[config.mk]
export PLATFORM = sky130hd
export DESIGN_NAME = instructionUnit
export DESIGN_NICKNAME = d
export VERILOG_FILES = /design/src/issuePkg.sv /design/src/issueInterfaces.sv /design/src/fetchControl.sv /design/src/instructionUnit.sv /design/src/issueDecoder.sv /design/src/operandResolver.sv /design/src/programCounter.sv
export VERILOG_INCLUDE_DIRS = /design/src
export SDC_FILE = /design/constraint.sdc
export NUM_CORES = 1
export LEC_CHECK = 0
export BUFFER_PORTS_ARGS = -buffer_cell sky130_fd_sc_hd__buf_2
export CORE_AREA = 2 2 176 178
export DETAILED_ROUTE_END_ITERATION = 7
export DIE_AREA = 0 0 178 180
export PLACE_DENSITY = 0.69
export SLEW_MARGIN = 10
export SYNTH_ARGS = -nofsm -noshare
export SYNTH_HDL_FRONTEND = slang
export SYNTH_SLANG_ARGS = --single-unit
export TNS_END_PERCENT = 50
[constraint.sdc]
create_clock -name clockIn -period 3.9 [get_ports clockIn]
set_clock_uncertainty 0.2 [all_clocks]
set_input_delay 1.17 -clock clockIn [delete_from_list [all_inputs] [get_ports clockIn]]
set_output_delay 1.17 -clock clockIn [all_outputs]
set_load 0.1 [all_outputs]
[src/issueUnit_defines.svh]
`ifndef ISSUE_UNIT_DEFINES_SVH
`define ISSUE_UNIT_DEFINES_SVH

`define XLEN           32            // Data and address width
`define ROB_WIDTH      4             // Reorder buffer index
`define REG_ADDR_WIDTH 5             // Register number
`define INSTR_BYTES    4             // PC step per word
`define RESET_PC       32'h0000_0000

`endif

[src/issuePkg.sv]
`default_nettype none
`include "issueUnit_defines.svh"

package issuePkg;

  typedef enum logic [6:0] {
    LUI   = 7'b0110111,
    AUIPC = 7'b0010111,
    JAL   = 7'b1101111,
    LOAD  = 7'b0000011,
    STORE = 7'b0100011,
    OPIMM = 7'b0010011,
    OP    = 7'b0110011
  } opcode_e;

  typedef enum logic [3:0] {
    ADD  = 4'd0,
    SUB  = 4'd1,
    XOR  = 4'd2,
    OR   = 4'd3,
    AND  = 4'd4,
    SLL  = 4'd5,
    SRL  = 4'd6,
    SRA  = 4'd7,
    SLT  = 4'd10,
    SLTU = 4'd11
  } rsOp_e;

  typedef enum logic [2:0] {
    BYTE  = 3'd0,
    HALF  = 3'd1,
    WORD  = 3'd2,
    BYTEU = 3'd3,
    HALFU = 3'd4
  } lsbOp_e;

  typedef enum logic [1:0] {
    REGWRITE = 2'd0,
    MEMWRITE = 2'd2
  } robType_e;

  typedef struct packed {
    logic [6:0]                 funct7;
    logic [`REG_ADDR_WIDTH-1:0] rs2;
    logic [`REG_ADDR_WIDTH-1:0] rs1;
    logic [2:0]                 funct3;
    logic [`REG_ADDR_WIDTH-1:0] rd;
    opcode_e                    opcode;
  } rView_s;

  typedef struct packed {
    logic [11:0]                imm;
    logic [`REG_ADDR_WIDTH-1:0] rs1;
    logic [2:0]                 funct3;
    logic [`REG_ADDR_WIDTH-1:0] rd;
    opcode_e                    opcode;
  } iView_s;

  typedef struct packed {
    logic [6:0]                 immHi;
    logic [`REG_ADDR_WIDTH-1:0] rs2;
    logic [`REG_ADDR_WIDTH-1:0] rs1;
    logic [2:0]                 funct3;
    logic [4:0]                 immLo;
    opcode_e                    opcode;
  } sView_s;

  typedef struct packed {
    logic [19:0]                imm;
    logic [`REG_ADDR_WIDTH-1:0] rd;
    opcode_e                    opcode;
  } uView_s;

  typedef struct packed {
    logic                       imm20;
    logic [9:0]                 imm10to1;
    logic                       imm11;
    logic [7:0]                 imm19to12;
    logic [`REG_ADDR_WIDTH-1:0] rd;
    opcode_e                    opcode;
  } jView_s;

  // One instruction word seen through each format
  typedef union packed {
    rView_s r;
    iView_s i;
    sView_s s;
    uView_s u;
    jView_s j;
  } rvInstr_u;

endpackage

`default_nettype wire

[src/issueInterfaces.sv]
`timescale 1ns/1ps
`default_nettype none
`include "issueUnit_defines.svh"

// Fetch to decode handoff, plus PC control
interface stageIf;
  logic               instrValid;  // One strobe per accepted word
  issuePkg::rvInstr_u instr;
  logic [`XLEN-1:0]   instrAddr;
  logic [`XLEN-1:0]   pc;
  logic               advance;     // Accepted a non-JAL word
  logic               jumpTaken;
  logic [`XLEN-1:0]   jumpTarget;

  modport fetch (output instrValid, instr, instrAddr, advance, input pc, jumpTaken);
  modport decode (input instrValid, instr, instrAddr, output jumpTaken, jumpTarget);
  modport counter (input advance, jumpTaken, jumpTarget, output pc);
endinterface

interface operandIf;
  logic [`XLEN-1:0]      val1;
  logic                  hasDep1;
  logic [`ROB_WIDTH-1:0] dep1;     // Register file tag
  logic [`XLEN-1:0]      val2;
  logic                  hasDep2;
  logic [`ROB_WIDTH-1:0] dep2;

  modport resolver (output val1, hasDep1, dep1, val2, hasDep2, dep2);
  modport decoder (input val1, hasDep1, dep1, val2, hasDep2, dep2);
endinterface

`default_nettype wire

[src/fetchControl.sv]
`timescale 1ns/1ps
`default_nettype none
`include "issueUnit_defines.svh"

module fetchControl (
  input  wire                     clockIn,
  input  wire                     resetIn,
  input  wire                     instrInValid,
  input  wire issuePkg::rvInstr_u instrIn,
  input  wire                     robFull,
  input  wire                     rsFull,
  input  wire                     lsbFull,
  output logic                    instrOutValid,
  stageIf.fetch                   stage
);
  import issuePkg::*;

  typedef enum logic {
    READY,
    JUMP_WAIT
  } fetchState_e;

  fetchState_e state;
  logic        memOp;
  logic        aluOp;
  logic        isJal;
  logic        blocked;
  logic        accept;

  assign memOp   = instrIn.r.opcode == LOAD || instrIn.r.opcode == STORE;
  assign aluOp   = instrIn.r.opcode == OP || instrIn.r.opcode == OPIMM;
  assign isJal   = instrIn.r.opcode == JAL;
  assign blocked = robFull || (memOp && lsbFull) || (aluOp && rsFull);

  assign instrOutValid = state == READY;
  assign accept        = instrInValid && instrOutValid && !blocked;
  assign stage.advance = accept && !isJal; // JAL keeps the PC until decode

  always_ff @(posedge clockIn) begin
    if (resetIn) begin
      state            <= READY;
      stage.instrValid <= 1'b0;
    end else begin
      stage.instrValid <= accept;
      case (state)
        READY: begin
          if (accept && isJal) begin
            state <= JUMP_WAIT;
          end
        end
        JUMP_WAIT: begin
          if (stage.jumpTaken) begin
            state <= READY; // Target loaded at this edge
          end
        end
        default: state <= READY;
      endcase
    end
  end

  // Decode register
  always_ff @(posedge clockIn) begin
    if (accept) begin
      stage.instr     <= instrIn;
      stage.instrAddr <= stage.pc;
    end
  end

endmodule

`default_nettype wire

[src/instructionUnit.sv]
`timescale 1ns/1ps
`default_nettype none
`include "issueUnit_defines.svh"

module instructionUnit (
  input  wire                        clockIn,
  input  wire                        resetIn,
  input  wire                        instrInValid,
  input  wire [`XLEN-1:0]            instrIn,
  output logic                       instrOutValid,
  output logic [`XLEN-1:0]           instrAddrOut,
  input  wire                        robFull,
  input  wire [`ROB_WIDTH-1:0]       robNext,
  output logic                       robAddValid,
  output issuePkg::robType_e         robAddType,
  output logic                       robAddReady,
  output logic [`XLEN-1:0]           robAddValue,
  output logic [`REG_ADDR_WIDTH-1:0] robAddDest,
  input  wire                        rsFull,
  input  wire                        rsUpdate,
  input  wire [`ROB_WIDTH-1:0]       rsRobIndex,
  input  wire [`XLEN-1:0]            rsUpdateVal,
  output logic                       rsAddValid,
  output issuePkg::rsOp_e            rsAddOp,
  output logic [`ROB_WIDTH-1:0]      rsAddRobIndex,
  output logic [`XLEN-1:0]           rsAddVal1,
  output logic                       rsAddHasDep1,
  output logic [`ROB_WIDTH-1:0]      rsAddConstrt1,
  output logic [`XLEN-1:0]           rsAddVal2,
  output logic                       rsAddHasDep2,
  output logic [`ROB_WIDTH-1:0]      rsAddConstrt2,
  input  wire                        lsbFull,
  input  wire                        lsbUpdate,
  input  wire [`ROB_WIDTH-1:0]       lsbRobIndex,
  input  wire [`XLEN-1:0]            lsbUpdateVal,
  output logic                       lsbAddValid,
  output logic                       lsbAddReadWrite,
  output logic [`ROB_WIDTH-1:0]      lsbAddRobId,
  output logic                       lsbAddHasDep,
  output logic [`XLEN-1:0]           lsbAddBase,
  output logic [`ROB_WIDTH-1:0]      lsbAddConstrtId,
  output logic [`XLEN-1:0]           lsbAddOffset,
  output logic [`REG_ADDR_WIDTH-1:0] lsbAddTarget,
  output issuePkg::lsbOp_e           lsbAddOp,
  output logic [`REG_ADDR_WIDTH-1:0] rs1Addr,
  output logic [`REG_ADDR_WIDTH-1:0] rs2Addr,
  input  wire                        rs1Dirty,
  input  wire [`ROB_WIDTH-1:0]       rs1Dependency,
  input  wire [`XLEN-1:0]            rs1Value,
  input  wire                        rs2Dirty,
  input  wire [`ROB_WIDTH-1:0]       rs2Dependency,
  input  wire [`XLEN-1:0]            rs2Value,
  output logic                       rfUpdateValid,
  output logic [`REG_ADDR_WIDTH-1:0] rfUpdateDest,
  output logic [`ROB_WIDTH-1:0]      rfUpdateIndex
);

  stageIf   stage ();
  operandIf ops ();

  fetchControl i_fetchControl (
    .stage (stage),
    .*
  );

  programCounter i_programCounter (
    .clockIn (clockIn),
    .resetIn (resetIn),
    .stage   (stage),
    .pc      (instrAddrOut) // Fetch address to the cache
  );

  operandResolver i_operandResolver (
    .ops (ops),
    .*
  );

  issueDecoder i_issueDecoder (
    .stage (stage),
    .ops   (ops),
    .*
  );

endmodule

`default_nettype wire

[src/issueDecoder.sv]
`timescale 1ns/1ps
`default_nettype none
`include "issueUnit_defines.svh"

module issueDecoder (
  input  wire                        clockIn,
  input  wire                        resetIn,
  input  wire [`ROB_WIDTH-1:0]       robNext,
  stageIf.decode                     stage,
  operandIf.decoder                  ops,
  output logic                       robAddValid,
  output issuePkg::robType_e         robAddType,
  output logic                       robAddReady,
  output logic [`XLEN-1:0]           robAddValue,
  output logic [`REG_ADDR_WIDTH-1:0] robAddDest,
  output logic                       rfUpdateValid,
  output logic [`REG_ADDR_WIDTH-1:0] rfUpdateDest,
  output logic [`ROB_WIDTH-1:0]      rfUpdateIndex,
  output logic                       rsAddValid,
  output issuePkg::rsOp_e            rsAddOp,
  output logic [`ROB_WIDTH-1:0]      rsAddRobIndex,
  output logic [`XLEN-1:0]           rsAddVal1,
  output logic                       rsAddHasDep1,
  output logic [`ROB_WIDTH-1:0]      rsAddConstrt1,
  output logic [`XLEN-1:0]           rsAddVal2,
  output logic                       rsAddHasDep2,
  output logic [`ROB_WIDTH-1:0]      rsAddConstrt2,
  output logic                       lsbAddValid,
  output logic                       lsbAddReadWrite,
  output logic [`ROB_WIDTH-1:0]      lsbAddRobId,
  output logic                       lsbAddHasDep,
  output logic [`XLEN-1:0]           lsbAddBase,
  output logic [`ROB_WIDTH-1:0]      lsbAddConstrtId,
  output logic [`XLEN-1:0]           lsbAddOffset,
  output logic [`REG_ADDR_WIDTH-1:0] lsbAddTarget,
  output issuePkg::lsbOp_e           lsbAddOp,
  output logic [`REG_ADDR_WIDTH-1:0] rs1Addr,
  output logic [`REG_ADDR_WIDTH-1:0] rs2Addr
);
  import issuePkg::*;

  rvInstr_u         instr;
  logic             rdNonZero;
  logic             isStore;
  logic [`XLEN-1:0] iImm;
  logic [`XLEN-1:0] uImm;
  logic [`XLEN-1:0] sImm;
  logic [`XLEN-1:0] jImm;
  logic             robValidNext;
  logic             rfValidNext;
  logic             rsValidNext;
  logic             lsbValidNext;
  logic             robReadyNext;
  logic [`XLEN-1:0] robValueNext;
  rsOp_e            rsOpNext;
  logic [`XLEN-1:0] val2Next;
  logic             hasDep2Next;

  function automatic rsOp_e aluOp(input logic [2:0] funct3, input logic subSel,
                                  input logic sraSel);
    case (funct3)
      3'b000:  return subSel ? SUB : ADD;
      3'b001:  return SLL;
      3'b010:  return SLT;
      3'b011:  return SLTU;
      3'b100:  return XOR;
      3'b101:  return sraSel ? SRA : SRL;
      3'b110:  return OR;
      default: return AND;
    endcase
  endfunction

  function automatic lsbOp_e sizeOp(input logic [2:0] funct3);
    case (funct3)
      3'b000:  return BYTE;
      3'b001:  return HALF;
      3'b100:  return BYTEU;
      3'b101:  return HALFU;
      default: return WORD;
    endcase
  endfunction

  assign instr     = stage.instr;
  assign rdNonZero = instr.r.rd != '0;
  assign isStore   = instr.s.opcode == STORE;
  assign rs1Addr   = instr.r.rs1; // Register file read in decode
  assign rs2Addr   = instr.r.rs2;

  assign iImm = {{(`XLEN-12){instr.i.imm[11]}}, instr.i.imm};
  assign uImm = {instr.u.imm, 12'b0};
  assign sImm = {{(`XLEN-12){instr.s.immHi[6]}}, instr.s.immHi, instr.s.immLo};
  assign jImm = {{(`XLEN-20){instr.j.imm20}}, instr.j.imm19to12, instr.j.imm11,
                 instr.j.imm10to1, 1'b0};

  assign stage.jumpTaken  = stage.instrValid && instr.j.opcode == JAL;
  assign stage.jumpTarget = stage.instrAddr + jImm;

  always_comb begin
    robValidNext = 1'b0;
    rfValidNext  = 1'b0;
    rsValidNext  = 1'b0;
    lsbValidNext = 1'b0;
    robReadyNext = 1'b0;
    robValueNext = '0;
    rsOpNext     = ADD;
    val2Next     = ops.val2;
    hasDep2Next  = ops.hasDep2;
    case (instr.r.opcode)
      LUI, AUIPC, JAL: begin // Complete at issue
        robValidNext = rdNonZero;
        rfValidNext  = rdNonZero;
        robReadyNext = 1'b1;
        if (instr.r.opcode == LUI) begin
          robValueNext = uImm;
        end else if (instr.r.opcode == AUIPC) begin
          robValueNext = stage.instrAddr + uImm;
        end else begin
          robValueNext = stage.instrAddr + `XLEN'(`INSTR_BYTES); // Link
        end
      end
      OP: begin
        robValidNext = 1'b1;
        rfValidNext  = rdNonZero;
        rsValidNext  = 1'b1;
        rsOpNext     = aluOp(instr.r.funct3, instr.r.funct7[5], instr.r.funct7[5]);
      end
      OPIMM: begin
        robValidNext = 1'b1;
        rfValidNext  = rdNonZero;
        rsValidNext  = 1'b1;
        hasDep2Next  = 1'b0;
        rsOpNext     = aluOp(instr.i.funct3, 1'b0, instr.r.funct7[5]);
        case (instr.i.funct3)
          3'b001, 3'b101: val2Next = {{(`XLEN-5){1'b0}}, instr.i.imm[4:0]}; // Shamt
          3'b011:         val2Next = {{(`XLEN-12){1'b0}}, instr.i.imm};     // SLTIU
          default:        val2Next = iImm;
        endcase
      end
      LOAD: begin
        robValidNext = 1'b1;
        rfValidNext  = 1'b1;
        lsbValidNext = 1'b1;
      end
      STORE: begin
        robValidNext = 1'b1;
        lsbValidNext = 1'b1;
      end
      default: begin
      end
    endcase
  end

  always_ff @(posedge clockIn) begin
    if (resetIn) begin
      robAddValid   <= 1'b0;
      rfUpdateValid <= 1'b0;
      rsAddValid    <= 1'b0;
      lsbAddValid   <= 1'b0;
    end else begin
      robAddValid   <= stage.instrValid && robValidNext;
      rfUpdateValid <= stage.instrValid && rfValidNext;
      rsAddValid    <= stage.instrValid && rsValidNext;
      lsbAddValid   <= stage.instrValid && lsbValidNext;
    end
  end

  // Issue payload, qualified by the valids above
  always_ff @(posedge clockIn) begin
    robAddType      <= isStore ? MEMWRITE : REGWRITE;
    robAddReady     <= robReadyNext;
    robAddValue     <= robValueNext;
    robAddDest      <= instr.r.rd;
    rfUpdateDest    <= instr.r.rd;
    rfUpdateIndex   <= robNext;
    rsAddOp         <= rsOpNext;
    rsAddRobIndex   <= robNext;
    rsAddVal1       <= ops.val1;
    rsAddHasDep1    <= ops.hasDep1;
    rsAddConstrt1   <= ops.dep1;
    rsAddVal2       <= val2Next;
    rsAddHasDep2    <= hasDep2Next;
    rsAddConstrt2   <= ops.dep2;
    lsbAddReadWrite <= !isStore; // High for a read
    lsbAddRobId     <= robNext;
    lsbAddHasDep    <= ops.hasDep1;
    lsbAddBase      <= ops.val1;
    lsbAddConstrtId <= ops.dep1;
    lsbAddOffset    <= isStore ? sImm : iImm;
    lsbAddTarget    <= instr.s.rs2;
    lsbAddOp        <= sizeOp(instr.i.funct3);
  end

endmodule

`default_nettype wire

[src/operandResolver.sv]
`timescale 1ns/1ps
`default_nettype none
`include "issueUnit_defines.svh"

module operandResolver (
  input  wire                  rs1Dirty,
  input  wire [`ROB_WIDTH-1:0] rs1Dependency,
  input  wire [`XLEN-1:0]      rs1Value,
  input  wire                  rs2Dirty,
  input  wire [`ROB_WIDTH-1:0] rs2Dependency,
  input  wire [`XLEN-1:0]      rs2Value,
  input  wire                  rsUpdate,
  input  wire [`ROB_WIDTH-1:0] rsRobIndex,
  input  wire [`XLEN-1:0]      rsUpdateVal,
  input  wire                  lsbUpdate,
  input  wire [`ROB_WIDTH-1:0] lsbRobIndex,
  input  wire [`XLEN-1:0]      lsbUpdateVal,
  operandIf.resolver           ops
);

  logic rs1RsHit;
  logic rs1LsbHit;
  logic rs2RsHit;
  logic rs2LsbHit;

  // Same-cycle broadcasts that carry the pending tag
  assign rs1RsHit  = rs1Dirty && rsUpdate && rs1Dependency == rsRobIndex;
  assign rs1LsbHit = rs1Dirty && lsbUpdate && rs1Dependency == lsbRobIndex;
  assign rs2RsHit  = rs2Dirty && rsUpdate && rs2Dependency == rsRobIndex;
  assign rs2LsbHit = rs2Dirty && lsbUpdate && rs2Dependency == lsbRobIndex;

  assign ops.val1 = !rs1Dirty ? rs1Value :
                    rs1RsHit  ? rsUpdateVal :
                    rs1LsbHit ? lsbUpdateVal : '0;
  assign ops.hasDep1 = rs1Dirty && !rs1RsHit && !rs1LsbHit;
  assign ops.dep1    = rs1Dependency;

  assign ops.val2 = !rs2Dirty ? rs2Value :
                    rs2RsHit  ? rsUpdateVal :
                    rs2LsbHit ? lsbUpdateVal : '0;
  assign ops.hasDep2 = rs2Dirty && !rs2RsHit && !rs2LsbHit;
  assign ops.dep2    = rs2Dependency;

endmodule

`default_nettype wire

[src/programCounter.sv]
`timescale 1ns/1ps
`default_nettype none
`include "issueUnit_defines.svh"

module programCounter (
  input  wire              clockIn,
  input  wire              resetIn,
  stageIf.counter          stage,
  output logic [`XLEN-1:0] pc
);

  logic [`XLEN-1:0] pcReg;

  always_ff @(posedge clockIn) begin
    if (resetIn) begin
      pcReg <= `RESET_PC;
    end else if (stage.jumpTaken) begin
      pcReg <= stage.jumpTarget; // JAL redirect from decode
    end else if (stage.advance) begin
      pcReg <= pcReg + `XLEN'(`INSTR_BYTES);
    end
  end

  assign pc       = pcReg;
  assign stage.pc = pcReg;

endmodule

`default_nettype wire

==> impl_metrics.tcl <==
set metrics [dict create \
    fmax_mhz 305 \
    syn-num-nets 1568 \
    die_h_um 180 \
    grt_overflow 0 \
    grt_use_met3 0.0410 \
    hold_path_end "i_issueDecoder.robAddDest[1]" \
    viasPerCell 5.77 \
    synth_edf_count 64 \
    timing.rr.end "i_programCounter.pc[29]" \
    min_period_ns 3.28 \
    cts_setup_buffers 0 \
    synth_area_leaders "dfxtp_1 28%, edfxtp_1 15%, buf_4 5.0%" \
    dp_hpwl_um 40200 \
    p_total_uw 7460 \
    synthTopCellsByCount "180 x dfxtp_1, 99 x o21ai_0, 91 x nand2_1, 84 x buf_4" \
    worst-path-max-fanout 21 \
    slew_headroom 0.316 \
    reg2reg_slack_ns 0.62 \
    holdPathStages 0 \
    start_kind "register" \
    hp-class "register to register" \
    cts_resized 0 \
    wirelength_um 50900 \
    cts.sinks 244 \
    antenna_found_initial 7 \
    track_usage 0.303 \
    crit_path_end_kind "register" \
    dr.pass1.iters 8 \
    worst_pin_slew_ns 1.03 \
    p_per_area_nw_per_um2 475 \
    num_vias 12200 \
    area_delta_synth_final_pct 24.1 \
    postLayoutCoreUtil 0.521 \
    setup_viol 0 \
    nets 1932 \
    syn_inst 1333 \
    clk_pin_slew_ns 0.06 \
    grt_max_degree 55 \
    reg2reg_depth 7 \
    slew_violations 0 \
    yosys.cell_count.top_type "dfxtp_1" \
    grt_use_met2 0.500 \
    routabilityCongestion 0.973 \
    ys_ff_latch 244 \
    max_cap_viol_count 0 \
    port_buffers 448 \
    coreArea_um2 30200 \
    min-delay-start "i_fetchControl.stage.instr[8]" \
    cts_max_path_buffers 3 \
    synthFlopType "dfxtp_1" \
    cts_tree "built" \
    start_util 0.420 \
    r2r-start "i_fetchControl.stage.instr[31]" \
    mappedNetlistArea_um2 12700 \
    nFillCells 2836 \
    route.detailed.drc 0 \
    cts_root_buf "clkbuf_16" \
    busiest_layer "met2" \
    grt_pass1_vias 11300 \
    die_w_um 178 \
    wl_per_cell_um 24.0 \
    initialDrtViolationCount 1395 \
    fin_crit_sh 0.840 \
    arrival_ns 3.52 \
    synthDominantCellAreaShare 0.285 \
    synth_seq_area_share 0.436 \
    hold_viol 0 \
    vdd_drop_max_uv 293 \
    grt_first_pass_wirelength_um 73000 \
    ys_warn_count 0 \
    final.setup.tns_ns 0 \
    die-area_um2 32000 \
    synth.distinct_cells 93 \
    row_count 64 \
    worstSkewPairLatency_ns 0.56 \
    p_leak_uw 0.00694 \
    required_ns 4.14 \
    drive_gt1_frac 0.332 \
    synth_area_per_cell_um2 9.50 \
    hold_buffers 0 \
    status "completed" \
    drtAntennaViolNets 0 \
    rsz0062_at_grt "false" \
    yosysTopAreaCell "dfxtp_1" \
    crit_type "register to register" \
    synthArstFlopShare 0 \
    htree_num_levels 1 \
    numCtsBuffers 28 \
    io_pins 450 \
    use_met1 0.413 \
]
[through the flow]
stage	hold WS, ns	cell area (µm²)	cells	setup WS (ns)
after floorplan	0.156	12700	1333	0.264
after global placement	0.169	14800	2063	0.566
after detailed placement	0.187	14800	2063	0.493
after CTS	0.208	15700	2115	0.641
after global routing	0.216	15700	2119	0.411
final	0.209	15700	2120	0.623
[state kept, by name, indices dropped and copies added, names as in the netlist, 3 cells and up]
signal                          flops
i_issueDecoder.rsAddVal1           32
i_issueDecoder.lsbAddOffset        12
i_issueDecoder.rfUpdateIndex        4
i_issueDecoder.lsbAddTarget         5
i_issueDecoder.robAddDest           5
i_issueDecoder.rsAddVal2           32
i_issueDecoder.rsAddConstrt1        4
i_fetchControl.stage.instr         32
i_fetchControl.stage.instrAddr     32
i_issueDecoder.lsbAddOp             3
i_programCounter.pc                32
i_issueDecoder.rsAddOp              4
i_issueDecoder.rsAddConstrt2        4
i_issueDecoder.robAddValue         32
[placed cells by master, fill, tap and decap left out, types with 41 or more instances in the layout]
master and instances:
inv_1 55, nand2_1 91, buf_2 448, o21ai_0 99
xnor2_1 46, ha_1 43, edfxtp_1 64, a21oi_1 74
xor2_1 41, dfxtp_1 180, nor2_1 73, nand3_1 42
[final cells by class]
class / count / area, µm² / area share
multi-input cells: 887 / 6060 / 0.385
flip-flops and latches: 244 / 5530 / 0.352
repair buffers: 478 / 2470 / 0.157
clock buffers: 34 / 733 / 0.0466
well taps: 396 / 495 / 0.0315
inverters: 58 / 218 / 0.0139
clock inverters: 18 / 211 / 0.0135
diodes: 5 / 12.5 / 0.000796
[how the worst max path moves through the flow]
stage                         endpoint                           start  slack, ns  cells after the start
6_report       i_programCounter.pc[29]  i_fetchControl.stage.instr[31]       0.62                      7
5_1_grt        i_programCounter.pc[30]  i_fetchControl.stage.instr[31]       0.41                      8
4_1_cts        i_programCounter.pc[29]  i_fetchControl.stage.instr[31]       0.64                      7
3_5_place_dp   i_programCounter.pc[16]                      instrIn[3]       0.49                      8
3_3_place_gp   i_programCounter.pc[16]                      instrIn[3]       0.57                      8
2_1_floorplan  i_programCounter.pc[14]                      instrIn[4]       0.26                      9
[logic make-up after synthesis]
logic type | synth area share
AOI/OAI and AO/OA | 0.206
and+or+nand+nor | 0.154
DFF | 0.436
buffers and inverters | 0.0869
xor gates and xnor gates | 0.0602
adders and majority gates | 0.0456
muxes | 0.0108
other | 0.000296
[report_power, final]
part	internal, µW	switching (µW)
Sequential	2720	114
Combinational	402	1500
Clock	1610	1120
Total	4720	2740
[worst max-delay path: stages, from the launching register on]
cell       delay (ns)
edfxtp_1         0.81
ha_1             0.61
o21ai_0          0.13
nor2_1           0.17
nor4_1           0.08
o41ai_2          0.64
o41ai_1          0.17
a2111oi_2        0.36
[metal layers]
metal / routed length (µm) / share of wire / vias to the layer above
met1: 21500 / 0.42 / 5929
met5: 24 / 0.00047 / -
li1: - / - / 5580
met2: 23800 / 0.47 / 618
met4: 1560 / 0.031 / 4
met3: 3930 / 0.077 / 97
No activity file was read; power rests on OpenSTA's default activity.
